`config.mk`:
```
export PLATFORM = sky130hd
export DESIGN_NAME = rx_control_top
export DESIGN_NICKNAME = d
export VERILOG_FILES = /design/src/rx_ctrl_pkg.sv /design/src/rx_radio_pkg.sv /design/src/rx_cmd_if.sv /design/src/rx_control_top.sv /design/src/rx_ctrl_core.sv /design/src/rx_time_compare.sv /design/src/rx_cmd_settings.sv /design/src/rx_short_fifo.sv
export SDC_FILE = /design/constraint.sdc
export NUM_CORES = 2
export LEC_CHECK = 0
export ABC_CLOCK_PERIOD_IN_PS = 8900
export BUFFER_PORTS_ARGS = -buffer_cell sky130_fd_sc_hd__buf_2
export CORE_MARGIN = 1.5
export CORE_UTILIZATION = 35
export DETAILED_ROUTE_END_ITERATION = 12
export PLACE_DENSITY_LB_ADDON = 0.2
export SYNTH_ARGS = -nofsm -noshare
export SYNTH_HDL_FRONTEND = slang
export SYNTH_HIERARCHICAL = 1
export SYNTH_SLANG_ARGS = --single-unit
```
`constraint.sdc`:
```
create_clock -name clk -period 8.9 [get_ports clk]
set_input_delay 0.445 -clock clk [delete_from_list [all_inputs] [get_ports clk]]
set_output_delay 0.445 -clock clk [all_outputs]
set_load 0.05 [all_outputs]
```
`src/rx_ctrl_pkg.sv`:
```
package rx_ctrl_pkg;

  // Settings bus addresses
  typedef logic [7:0] set_addr_t;

  localparam set_addr_t SR_COMMAND    = 8'd0;
  localparam set_addr_t SR_TIME_HI    = 8'd1;
  localparam set_addr_t SR_TIME_LO    = 8'd2;  // Write here pushes the command
  localparam set_addr_t SR_HALT       = 8'd3;
  localparam set_addr_t SR_MAXLEN     = 8'd4;
  localparam set_addr_t SR_CLEAR_CMDS = 8'd5;

  // Queued command, same bit order as the command word then the time words
  typedef struct packed {
    logic        send_imm;   // Ignore exec_time and start at once
    logic        chain;      // Take the next queued command when done
    logic        reload;     // Repeat this command if nothing follows
    logic        stop;       // End a chain
    logic [27:0] numlines;
    logic [63:0] exec_time;
  } rx_cmd_t;

  typedef logic [15:0] maxlen_t;

  localparam maxlen_t MAXLEN_DEFAULT = 16'd64;

  // Error codes sent in the first beat of an error packet
  typedef logic [31:0] rx_err_t;

  localparam rx_err_t ERR_LATECMD     = 32'd2;
  localparam rx_err_t ERR_BROKENCHAIN = 32'd4;
  localparam rx_err_t ERR_OVERRUN     = 32'd8;

  typedef enum logic [1:0] {
    IDLE,
    RUNNING,
    ERR_WAIT,   // Waiting to put out the error code beat
    ERR_SEND    // Error code beat out, trailing beat follows
  } rx_state_t;

  // Queue depths
  localparam int CMD_FIFO_DEPTH = 16;
  localparam int OUT_FIFO_DEPTH = 2;

endpackage

```
`src/rx_radio_pkg.sv`:
```
package rx_radio_pkg;

  // One strobed sample from the radio frontend
  typedef logic [31:0] sample_t;

  // Free running radio time
  typedef logic [63:0] vita_time_t;

  typedef logic [31:0] sid_t;
  typedef logic [11:0] seqnum_t;

  // Header that travels with every output beat
  typedef struct packed {
    logic       is_error;   // Error packet, not sample data
    logic       eob;        // End of burst
    seqnum_t    seqnum;
    sid_t       sid;
    vita_time_t timestamp;  // Time of the first sample in the packet
  } rx_header_t;

  // One beat of the output stream
  typedef struct packed {
    sample_t    data;
    logic       last;       // Last beat of a packet
    rx_header_t header;
  } rx_beat_t;

endpackage
```
`src/rx_cmd_if.sv`:
```
interface rx_cmd_if;
  import rx_ctrl_pkg::*;

  rx_cmd_t cmd;        // Head of the command queue
  logic    cmd_valid;
  logic    cmd_ready;  // Pop the head command
  logic    halt;       // Sticky halt request
  maxlen_t maxlen;     // Beats per packet
  logic    halt_done;  // Core reached idle on a halt
  logic    flush;      // Core asks for the queue to be emptied

  modport settings (
    output cmd,
    output cmd_valid,
    output halt,
    output maxlen,
    input  cmd_ready,
    input  halt_done,
    input  flush
  );

  modport core (
    input  cmd,
    input  cmd_valid,
    input  halt,
    input  maxlen,
    output cmd_ready,
    output halt_done,
    output flush
  );

endinterface

```
`src/rx_control_top.sv`:
```
module rx_control_top (
  input  logic                     clk,
  input  logic                     i_rst_n,
  input  logic                     i_clear,
  input  rx_radio_pkg::vita_time_t i_vita_time,
  input  rx_radio_pkg::sid_t       i_sid,
  input  rx_radio_pkg::sid_t       i_resp_sid,
  input  logic                     i_set_stb,
  input  rx_ctrl_pkg::set_addr_t   i_set_addr,
  input  logic [31:0]              i_set_data,
  input  rx_radio_pkg::sample_t    i_sample,
  input  logic                     i_strobe,
  output logic                     o_run,
  output logic [31:0]              o_rx_tdata,
  output logic                     o_rx_tlast,
  output rx_radio_pkg::rx_header_t o_rx_tuser,
  output logic                     o_rx_tvalid,
  input  logic                     i_rx_tready
);
  import rx_radio_pkg::*;
  import rx_ctrl_pkg::*;

  rx_beat_t core_beat;
  rx_beat_t out_beat;
  logic     core_valid;
  logic     core_ready;
  logic     now;
  logic     late;

  rx_cmd_if cmd_if ();

  rx_cmd_settings u_settings (
    .clk        (clk),
    .i_rst_n    (i_rst_n),
    .i_clear    (i_clear),
    .i_set_stb  (i_set_stb),
    .i_set_addr (i_set_addr),
    .i_set_data (i_set_data),
    .cmd_if     (cmd_if.settings)
  );

  // Compares against whatever command sits at the queue head
  rx_time_compare u_time_compare (
    .clk            (clk),
    .i_rst_n        (i_rst_n),
    .i_time_now     (i_vita_time),
    .i_trigger_time (cmd_if.cmd.exec_time),
    .o_now          (now),
    .o_late         (late)
  );

  rx_ctrl_core u_core (
    .clk          (clk),
    .i_rst_n      (i_rst_n),
    .i_clear      (i_clear),
    .i_vita_time  (i_vita_time),
    .i_sid        (i_sid),
    .i_resp_sid   (i_resp_sid),
    .i_sample     (i_sample),
    .i_strobe     (i_strobe),
    .i_now        (now),
    .i_late       (late),
    .cmd_if       (cmd_if.core),
    .o_beat       (core_beat),
    .o_beat_valid (core_valid),
    .i_beat_ready (core_ready),
    .o_run        (o_run)
  );

  // Output queue soaks up short downstream stalls
  rx_short_fifo #(
    .T     (rx_beat_t),
    .DEPTH (OUT_FIFO_DEPTH)
  ) u_out_fifo (
    .clk     (clk),
    .i_rst_n (i_rst_n),
    .i_clear (i_clear),
    .i_data  (core_beat),
    .i_valid (core_valid),
    .o_ready (core_ready),
    .o_data  (out_beat),
    .o_valid (o_rx_tvalid),
    .i_ready (i_rx_tready)
  );

  assign o_rx_tdata = out_beat.data;
  assign o_rx_tlast = out_beat.last;
  assign o_rx_tuser = out_beat.header;

endmodule

```
`src/rx_ctrl_core.sv`:
```
module rx_ctrl_core (
  input  logic                     clk,
  input  logic                     i_rst_n,
  input  logic                     i_clear,
  input  rx_radio_pkg::vita_time_t i_vita_time,
  input  rx_radio_pkg::sid_t       i_sid,
  input  rx_radio_pkg::sid_t       i_resp_sid,
  input  rx_radio_pkg::sample_t    i_sample,
  input  logic                     i_strobe,
  input  logic                     i_now,
  input  logic                     i_late,
  rx_cmd_if.core                   cmd_if,
  output rx_radio_pkg::rx_beat_t   o_beat,
  output logic                     o_beat_valid,
  input  logic                     i_beat_ready,
  output logic                     o_run
);
  import rx_radio_pkg::*;
  import rx_ctrl_pkg::*;

  rx_state_t   state;
  logic [27:0] lines_left;
  logic [27:0] repeat_lines;
  maxlen_t     pkt_left;
  logic        pkt_first;
  logic        chain_sav;
  logic        reload_sav;
  seqnum_t     seqnum;
  seqnum_t     seq_next;
  logic        halt_done_q;
  logic        cmd_settled;
  vita_time_t  start_time;
  rx_err_t     err_code;
  rx_header_t  data_hdr;
  rx_header_t  err_hdr;

  logic beat_free;
  logic last_line;
  logic pkt_end;
  logic eob;
  logic idle_take;
  logic run_take;
  logic run_overrun;
  logic chain_pop;
  logic late_cmd;
  logic broken_chain;
  logic err_first;
  logic err_second;

  assign beat_free = !o_beat_valid || i_beat_ready;
  assign last_line = (lines_left == 28'd1);
  assign pkt_end   = (pkt_left == 16'd1);

  // Burst ends on this line unless a chain or reload carries it on
  assign eob = last_line && (!chain_sav || cmd_if.halt ||
                             (cmd_if.cmd_valid && cmd_if.cmd.stop) ||
                             (!cmd_if.cmd_valid && !reload_sav));

  // Time compare lags the queue head by a cycle, so wait for cmd_settled
  assign idle_take = (state == IDLE) && cmd_if.cmd_valid && cmd_settled && beat_free &&
                     !halt_done_q &&
                     (cmd_if.cmd.stop || cmd_if.cmd.send_imm || i_now || i_late);
  assign late_cmd  = idle_take && !cmd_if.cmd.stop && i_late && !cmd_if.cmd.send_imm;

  assign run_overrun  = (state == RUNNING) && !beat_free;   // Held beat refused
  assign run_take     = (state == RUNNING) && beat_free && i_strobe;
  assign chain_pop    = run_take && last_line && !cmd_if.halt && chain_sav && cmd_if.cmd_valid;
  assign broken_chain = run_take && last_line && !cmd_if.halt && chain_sav &&
                        !cmd_if.cmd_valid && !reload_sav;

  assign err_first  = (state == ERR_WAIT) && beat_free;
  assign err_second = (state == ERR_SEND) && beat_free && !o_beat.last;

  assign cmd_if.cmd_ready = idle_take || chain_pop;
  assign cmd_if.halt_done = halt_done_q;
  assign cmd_if.flush     = halt_done_q;    // Pending commands go with the halt

  // A packet ending in this cycle already counts for the next header
  assign seq_next = (o_beat_valid && i_beat_ready && o_beat.last) ? seqnum + 12'd1 : seqnum;

  assign data_hdr = '{is_error: 1'b0, eob: eob, seqnum: seq_next, sid: i_sid,
                      timestamp: pkt_first ? i_vita_time : start_time};
  assign err_hdr  = '{is_error: 1'b1, eob: 1'b1, seqnum: seq_next, sid: i_resp_sid,
                      timestamp: i_vita_time};

  always_ff @(posedge clk) begin
    if (!i_rst_n || i_clear) begin
      state        <= IDLE;
      o_run        <= 1'b0;
      o_beat_valid <= 1'b0;
      lines_left   <= '0;
      repeat_lines <= '0;
      pkt_left     <= '0;
      pkt_first    <= 1'b0;
      chain_sav    <= 1'b0;
      reload_sav   <= 1'b0;
      seqnum       <= '0;
      halt_done_q  <= 1'b0;
      cmd_settled  <= 1'b0;
    end else begin
      halt_done_q <= 1'b0;
      cmd_settled <= cmd_if.cmd_valid && !cmd_if.cmd_ready;
      seqnum      <= seq_next;
      case (state)
        IDLE: begin
          if (beat_free) o_beat_valid <= 1'b0;
          if (late_cmd) begin
            state <= ERR_WAIT;
          end else if (idle_take && !cmd_if.cmd.stop) begin   // Stop commands just drop
            lines_left   <= cmd_if.cmd.numlines;
            repeat_lines <= cmd_if.cmd.numlines;
            chain_sav    <= cmd_if.cmd.chain;
            reload_sav   <= cmd_if.cmd.reload;
            pkt_left     <= cmd_if.maxlen;
            pkt_first    <= 1'b1;
            state        <= RUNNING;
            o_run        <= 1'b1;
          end
        end
        RUNNING: begin
          if (run_overrun) begin
            state <= ERR_WAIT;      // Beat stays valid, marked last
            o_run <= 1'b0;
          end else if (i_strobe) begin
            o_beat_valid <= 1'b1;
            pkt_first    <= pkt_end;
            pkt_left     <= pkt_end ? cmd_if.maxlen : pkt_left - 16'd1;
            if (!last_line) begin
              lines_left <= lines_left - 28'd1;
            end else if (cmd_if.halt) begin
              state       <= IDLE;
              o_run       <= 1'b0;
              halt_done_q <= 1'b1;
            end else if (chain_sav && cmd_if.cmd_valid) begin
              if (cmd_if.cmd.stop) begin
                state <= IDLE;
                o_run <= 1'b0;
              end else begin
                lines_left   <= cmd_if.cmd.numlines;
                repeat_lines <= cmd_if.cmd.numlines;
                chain_sav    <= cmd_if.cmd.chain;
                reload_sav   <= cmd_if.cmd.reload;
              end
            end else if (chain_sav && reload_sav) begin
              lines_left <= repeat_lines;
            end else begin
              state <= chain_sav ? ERR_WAIT : IDLE;   // Broken chain or plain end
              o_run <= 1'b0;
            end
          end else begin
            o_beat_valid <= 1'b0;
          end
        end
        ERR_WAIT: begin
          if (beat_free) begin
            o_beat_valid <= 1'b1;
            state        <= ERR_SEND;
          end
        end
        ERR_SEND: begin
          if (beat_free) begin
            if (o_beat.last) begin
              o_beat_valid <= 1'b0;
              state        <= IDLE;
            end else begin
              o_beat_valid <= 1'b1;
            end
          end
        end
        default: begin
          state <= IDLE;
          o_run <= 1'b0;
        end
      endcase
    end
  end

  // Beat contents, error code and packet start time
  always_ff @(posedge clk) begin
    if (run_overrun) begin
      o_beat.last       <= 1'b1;
      o_beat.header.eob <= 1'b1;
    end else if (run_take) begin
      o_beat <= '{data: i_sample, last: eob || pkt_end, header: data_hdr};
    end else if (err_first) begin
      o_beat <= '{data: err_code, last: 1'b0, header: err_hdr};
    end else if (err_second) begin
      o_beat <= '{data: '0, last: 1'b1, header: err_hdr};
    end

    if (run_take && pkt_first) start_time <= i_vita_time;

    if (run_overrun) begin
      err_code <= ERR_OVERRUN;
    end else if (broken_chain) begin
      err_code <= ERR_BROKENCHAIN;
    end else if (late_cmd) begin
      err_code <= ERR_LATECMD;
    end
  end

  a_state_legal: assert property (@(posedge clk) disable iff (!i_rst_n)
    state inside {IDLE, RUNNING, ERR_WAIT, ERR_SEND});

  // o_run is its own flop and must track every state change
  a_run_state: assert property (@(posedge clk) disable iff (!i_rst_n)
    o_run == (state == RUNNING));

endmodule

```
`src/rx_time_compare.sv`:
```
module rx_time_compare (
  input  logic                     clk,
  input  logic                     i_rst_n,
  input  rx_radio_pkg::vita_time_t i_time_now,
  input  rx_radio_pkg::vita_time_t i_trigger_time,
  output logic                     o_now,
  output logic                     o_late
);

  // Full 64-bit compare, registered to keep it off the core's decision path
  always_ff @(posedge clk) begin
    if (!i_rst_n) begin
      o_now  <= 1'b0;
      o_late <= 1'b0;
    end else begin
      o_now  <= (i_time_now == i_trigger_time);
      o_late <= (i_time_now > i_trigger_time);   // Execute time already passed
    end
  end

endmodule

```
`src/rx_cmd_settings.sv`:
```
module rx_cmd_settings (
  input  logic                   clk,
  input  logic                   i_rst_n,
  input  logic                   i_clear,
  input  logic                   i_set_stb,
  input  rx_ctrl_pkg::set_addr_t i_set_addr,
  input  logic [31:0]            i_set_data,
  rx_cmd_if.settings             cmd_if
);
  import rx_ctrl_pkg::*;

  logic [31:0] cmd_word;
  logic [31:0] time_hi;
  logic        push_cmd;
  logic        set_halt;
  logic        clear_cmds;
  logic        fifo_clear;
  rx_cmd_t     new_cmd;

  // Address decode, each strobe is a single write
  assign push_cmd   = i_set_stb && (i_set_addr == SR_TIME_LO);
  assign set_halt   = i_set_stb && (i_set_addr == SR_HALT);
  assign clear_cmds = i_set_stb && (i_set_addr == SR_CLEAR_CMDS);

  // Low time word comes straight from the bus so the push happens on its write
  assign new_cmd = {cmd_word, time_hi, i_set_data};

  always_ff @(posedge clk) begin
    if (i_set_stb && (i_set_addr == SR_COMMAND)) cmd_word <= i_set_data;
    if (i_set_stb && (i_set_addr == SR_TIME_HI)) time_hi <= i_set_data;
  end

  always_ff @(posedge clk) begin
    if (!i_rst_n) begin
      cmd_if.maxlen <= MAXLEN_DEFAULT;
    end else if (i_set_stb && (i_set_addr == SR_MAXLEN)) begin
      cmd_if.maxlen <= i_set_data[15:0];
    end
  end

  // Halt stays up until the core has acted on it
  always_ff @(posedge clk) begin
    if (!i_rst_n || i_clear || clear_cmds || cmd_if.halt_done) begin
      cmd_if.halt <= 1'b0;
    end else if (set_halt) begin
      cmd_if.halt <= 1'b1;
    end
  end

  assign fifo_clear = i_clear || clear_cmds || cmd_if.flush;

  rx_short_fifo #(
    .T     (rx_cmd_t),
    .DEPTH (CMD_FIFO_DEPTH)
  ) u_cmd_fifo (
    .clk     (clk),
    .i_rst_n (i_rst_n),
    .i_clear (fifo_clear),
    .i_data  (new_cmd),
    .i_valid (push_cmd),
    .o_ready (),            // Host keeps the queue from overflowing
    .o_data  (cmd_if.cmd),
    .o_valid (cmd_if.cmd_valid),
    .i_ready (cmd_if.cmd_ready)
  );

endmodule

```
`src/rx_short_fifo.sv`:
```
module rx_short_fifo #(
  parameter type T     = logic [31:0],
  parameter int  DEPTH = 16
) (
  input  logic clk,
  input  logic i_rst_n,
  input  logic i_clear,
  input  T     i_data,
  input  logic i_valid,
  output logic o_ready,
  output T     o_data,
  output logic o_valid,
  input  logic i_ready
);

  T                             mem [DEPTH];
  logic [$clog2(DEPTH)-1:0]     wr_ptr;
  logic [$clog2(DEPTH)-1:0]     rd_ptr;
  logic [$clog2(DEPTH+1)-1:0]   count;
  logic                         push;
  logic                         pop;

  assign o_valid = (count != '0);
  assign o_ready = (int'(count) < DEPTH);  // Full queue drops pushes
  assign o_data  = mem[rd_ptr];

  assign push = i_valid && o_ready;
  assign pop  = o_valid && i_ready;

  always_ff @(posedge clk) begin
    if (push) mem[wr_ptr] <= i_data;
  end

  always_ff @(posedge clk) begin
    if (!i_rst_n || i_clear) begin
      wr_ptr <= '0;
      rd_ptr <= '0;
      count  <= '0;
    end else begin
      if (push) wr_ptr <= (int'(wr_ptr) == DEPTH - 1) ? '0 : wr_ptr + 1'b1;
      if (pop)  rd_ptr <= (int'(rd_ptr) == DEPTH - 1) ? '0 : rd_ptr + 1'b1;
      if (push && !pop) begin
        count <= count + 1'b1;
      end else if (pop && !push) begin
        count <= count - 1'b1;
      end
    end
  end

  // A refused write must leave the buffer full with the pointers meeting
  a_no_push_full: assert property (@(posedge clk) disable iff (!i_rst_n || i_clear)
    !o_ready && !pop |=> (int'(count) == DEPTH) && (wr_ptr == rd_ptr));

endmodule

```
After elaboration in Yosys (flattened, before gate mapping)
Memory sizes are Yosys's and may differ from the RTL's. A register that Yosys moved wholly into a read port is not among the register bits.
Cells that the tools add are included.

storage, ports and cells
  register bits = 403
  bits in latches = 0
  memory bits (writable) = 1822
  bits in read-only memories = 0
  input port bits = 206
  output and inout port bits = 145
  word-level logic and storage cells = 276
  memories kept = 2

memories
  name                       words  bits a word  read ports  clocked after Yosys merged registers in  wr ports  RTL line             text
  u_settings.u_cmd_fifo.mem  16     96           1           1                                        1         rx_short_fifo.sv:16  T mem [DEPTH];
  u_out_fifo.mem             2      143          1           1                                        1         rx_short_fifo.sv:16

operators by class
  add/sub/neg operators = 11
  $mul = 0
  div/mod/pow operators = 0
  magnitude comparators = 3
  equality and inequality tests = 33
  shift-type cells = 0
  muxes and demuxes = 98
  bitwise logic cells = 4
  reductions and logical operators = 91

operators by type and width
  operator               number
  $mux 143               3
  $mux 28                14
  $pmux 28 s2            2
  $mux 16                5
  $eq 64x64->1           1
  $gt 64x64->1           1
  $mux 64                1
  $logic_and 1x1->1      42
  $mux 1                 42
  $pmux 16 s2            1
  $mux 2                 15
  $eq 28x1->1 const B    1
  $sub 28x1->28 const B  1
  $mux 4                 6
  $eq 16x1->1 const B    1
  $eq 8x2->1 const B     2
  $eq 8x3->1 const B     2
  $logic_not 1->1        16
  $reduce_and 8->1       2
  $sub 16x1->16 const B  1
  $logic_or 1x1->1       15
  $ne 2x2->1 const B     7
  $add 12x1->12 const B  1
  $mux 12                1
  36 further kinds       57

Longest topological paths before layout
  depth after elaboration = 13
  depth in mapped cells = 17
  mapped depth without buffers = 15

Hierarchy
The synthesis kept the hierarchy.

modules (own cells, without submodules)
  module                                 times used  cells each  area an instance (um^2)  sequential area each (um^2)
  rx_short_fifo (u_settings.u_cmd_fifo)  1           2461        58270.9                  46464.6
  rx_ctrl_core                           1           1085        12897.4                  8117.8
  rx_short_fifo (u_out_fifo)             1           469         10816.6                  8688.3
  rx_cmd_settings                        1           149         2702.6                   2262.2
  rx_time_compare                        1           238         1684.1                   40.0

Worst setup path after synthesis
OpenSTA, ideal clock, no wires.

  kind = input port to flip-flop
  from = input i_set_addr[5]
  to = memory u_settings/u_cmd_fifo/mem[0][0] (netlist name), enable pin
  library setup time = 0.668 ns
  arrival = 8.015 ns
  required time = 8.232 ns
  slack = 0.217 ns
  stages = 6
  buffers on the path = 0
  path through = nor4_1 and4b_1 nand2b_1 inv_1 nand2_1 nor3_1

between the ends
  cells in the longest elaborated chain, start to end = 5

RTL lines
  what                            RTL line               text
  start: declaration              rx_control_top.sv:9    input rx_ctrl_pkg::set_addr_t i_set_addr,
  $eq 8x2->1                      rx_cmd_settings.sv:21  assign push_cmd = i_set_stb && (i_set_addr == SR_TIME_LO);
  $logic_and 1x1->1               rx_cmd_settings.sv:21
  via u_settings.push_cmd         rx_cmd_settings.sv:14  logic push_cmd;
  $logic_and 1x1->1               rx_short_fifo.sv:27    assign push = i_valid && o_ready;
  via u_settings.u_cmd_fifo.push  rx_short_fifo.sv:20    logic push;
  $mux 1                          rx_short_fifo.sv:31    if (push) mem[wr_ptr] <= i_data;
  $mux 1 (implied by the code)    rx_short_fifo.sv:31
  end: declaration                rx_short_fifo.sv:16

The timed path passes the listed nets, and every way through them passes these cells.

==> reports/metrics.cfg <==
[logic_synthesis]
ys_ff_latch = 2230
yosysTopAreaCell = edfxtp_1
yosysUniqueCellTypes = 82
synthCells = 4402
synth_top_flop_cell = edfxtp_1
avgSynthCellArea_um2 = 19.62
yosysWarningCount = 6
synth_area_um2 = 86370
ys_async_sr_fraction_pct = 0
synth_edf_count = 2091
syn_nets = 4689
yosysTopAreaCellShare_pct = 72.70
yosys-top-cells-area = edfxtp_1 73%, mux4_2 10%, dfxtp_1 3.2%
yosysSeqAreaShare_pct = 75.92

[sta]
post-route-min-period_ns = 5.019
fin_skew_ns = 0.05942
rsz0062_at_grt = no
drv_slew = 0
max_clock_freq_mhz = 199.2
period_share_pct = 56.39
max-slew-margin-rel_pct = 26.90
finalSetupTns_ns = 0
setup_viol = 0
worst_pin_slew_ns = 1.094
finalHoldViolations = 0
setup_ws_ns = 3.881

[clock_tree]
clock_sinks = 2230
cts_max_level = 4
cts_tree = built
holdBufCountCts = 174
path_clk_slew_ns = 0.06
cts_buffer_depth = 3
cts_buffers = 228
cts_resized = 0
root_buffer = clkbuf_16
worstSkewPairLatency_ns = 0.89
post_cts_buffers = 0

[global_routing]
track_usage_pct = 18.42
grt_pass1_vias = 44760
overflow = 0
antenna_found_initial = 25
grt_pass1_wl_mm = 331.6
grt_max_degree = 119

[die]
coreArea_um2 = 245700
chipHeight_um = 499.8
start_util_pct = 35.15
dieArea_um2 = 249800
io_pins = 351
fp-row-count = 182
die_w_um = 499.8

[critical_path]
ff2ff_path_depth = 15
r2r_setup_slack_ns = 3.88
critPathArrivalTime_ns = 5.81
crit_end = u_settings/u_cmd_fifo/count[4]
path_class = register to register
rr_endpoint = u_settings/u_cmd_fifo/count[4]
cp-end-kind = register
crit_fanout = 40
start_kind = register
cp.required_ns = 9.69

[power]
power.density_nw_per_um2 = 207.0
power_leakage_nw = 32.73
peakVddDrop_mv = 0.1801

[drt]
routedWlPerCell_um = 27.67
drt-vias-per-instance = 5.277
drc = 0
drt_first_iter_violations = 3715
dr.pass1.iters = 7
ant_nets = 0
vias = 44441
wirelength_mm = 233.0

[outcome]
outcome = finished, final reports clean

[layout]
layout-drive-gt1-share_pct = 26.43
nNetsFinal = 5296
fillers = 21695
syn_to_final_growth_pct = 16.87

[placed_design]
portBuffers = 350
hpwl_mm = 125.3
place_ws_ns = 3.767
gp_congestion = 0.7742

[min_path]
hold_class = input port to register

[job]
drv_cap = 0

[worst min-delay path by stage]
stage / depth (start not counted) / slack, ns / startpoint / to
after floorplan: 0 / 0.42 / u_core/o_beat[0] / u_out_fifo/mem[0][0]
after detailed placement: 0 / 0.43 / u_core/o_beat[62] / u_out_fifo/mem[0][62]
after global placement: 0 / 0.42 / u_core/o_beat[120] / u_out_fifo/mem[0][120]
after global routing: 1 / 0.03 / i_set_data[24] / u_settings/u_cmd_fifo/mem[1][24]
final: 1 / 0.07 / i_set_data[24] / u_settings/u_cmd_fifo/mem[1][24]
after CTS: 4 / 0.0006 / i_set_addr[1] / u_settings/cmd_if.maxlen[6]
[synth_stat cells, drive strengths merged (80+ instances only)]
cell type and number:
nor2 111, edfxtp 2091, a22oi 198, buf 118, a21oi 92, dfxtp 139, mux4 384, clkbuf 100
nand2 298, inv 87, mux2 213, ha 80
[metal layers]
metal	up-vias	share of wire, %	GRT usage, %
li1	19033	-	-
met1	23734	46	26.62
met2	1377	46	28.85
met3	281	6.2	3.340
met4	16	1.8	4.351
met5	-	0.044	0
[cell families (layout without fill, tap and decap cells)]
kind of cell	count (synthesis)	after routing	synth area share [%]
DFF	2230	2230	75.92
AOI/OAI and AO/OA	451	451	3.520
and+or+nand+nor	654	654	3.620
buffers and inverters	306	1092	1.748
muxes	648	648	13.69
xor gates and xnor gates	32	32	0.3245
adders and majority gates	81	81	1.182
other	0	13	0
[critical path: stages (launching register included)]
cell,delay [ns]
dfxtp_4,0.93
buf_4,0.76
mux4_2,0.59
a22oi_1,0.20
nand2_1,0.16
nor4_1,0.41
nor4_1,0.12
a21o_1,0.20
o21ai_2,0.13
ha_1,0.28
inv_1,0.12
ha_1,0.35
a21oi_1,0.10
a211oi_1,0.31
o211ai_1,0.14
o31ai_1,0.08
[cell usage in the layout (no fill, tap or decap), types with 33 or more instances in the layout]
cell and count:
mux2_2 143, ha_1 80, edfxtp_1 2091, dfxtp_1 136, mux2i_1 51, o21ai_0 61
clkinv_1 50, and2_1 47, mux4_2 384, clkbuf_16 229, nor2_1 98, inv_1 87
mux2_4 70, a21oi_1 91, clkbuf_1 57, a22oi_1 198, clkinv_2 33, dlygate4sd3_1 174
buf_2 350, buf_4 51, nand2_1 298
[power by group]
part	internal, W	switching [W]	leakage (nW)
clock network	0.00524	0.00401	3.49
logic	0.000114	0.000177	9.33
registers	0.0113	0.00000378	19.9
[state kept, by name, summed over array words and instances (netlist names), 28 cells and up, named ones only]
name and flops:
u_settings/u_cmd_fifo/mem 1536, u_out_fifo/mem 286, u_core/o_beat 143, u_core/start_time 64, u_settings/cmd_word 32, u_settings/time_hi 32, u_core/lines_left 28, u_core/repeat_lines 28
[per-stage QoR]
step           cells  instance area [um^2]  hold WS, ns  power, W  util, %
6_report        8421                100900      0.06639   0.02090    41.08
5_1_grt         8414                100900      0.03492   0.02153    41.07
4_1_cts         8408                100900    0.0005658   0.02113    41.07
3_5_place_dp    7825                 91970       0.4296   0.01181    37.43
3_3_place_gp    7825                 91970       0.4216   0.01181    37.43
2_1_floorplan   4402                 86370       0.4215   0.01163        -
[cell type report]
type | instances | area (um^2) | share of cell area, %
multi-input cells | 1866 | 19490 | 19.31
flip-flops and latches | 2230 | 65580 | 64.97
inverters | 88 | 330.3 | 0.3272
repair buffers | 595 | 4277 | 4.237
well taps | 3220 | 4029 | 3.991
clock inverters | 123 | 1256 | 1.244
diodes | 13 | 32.53 | 0.03223
clock buffers | 286 | 5944 | 5.889
No activity file was read; power rests on OpenSTA's default activity.
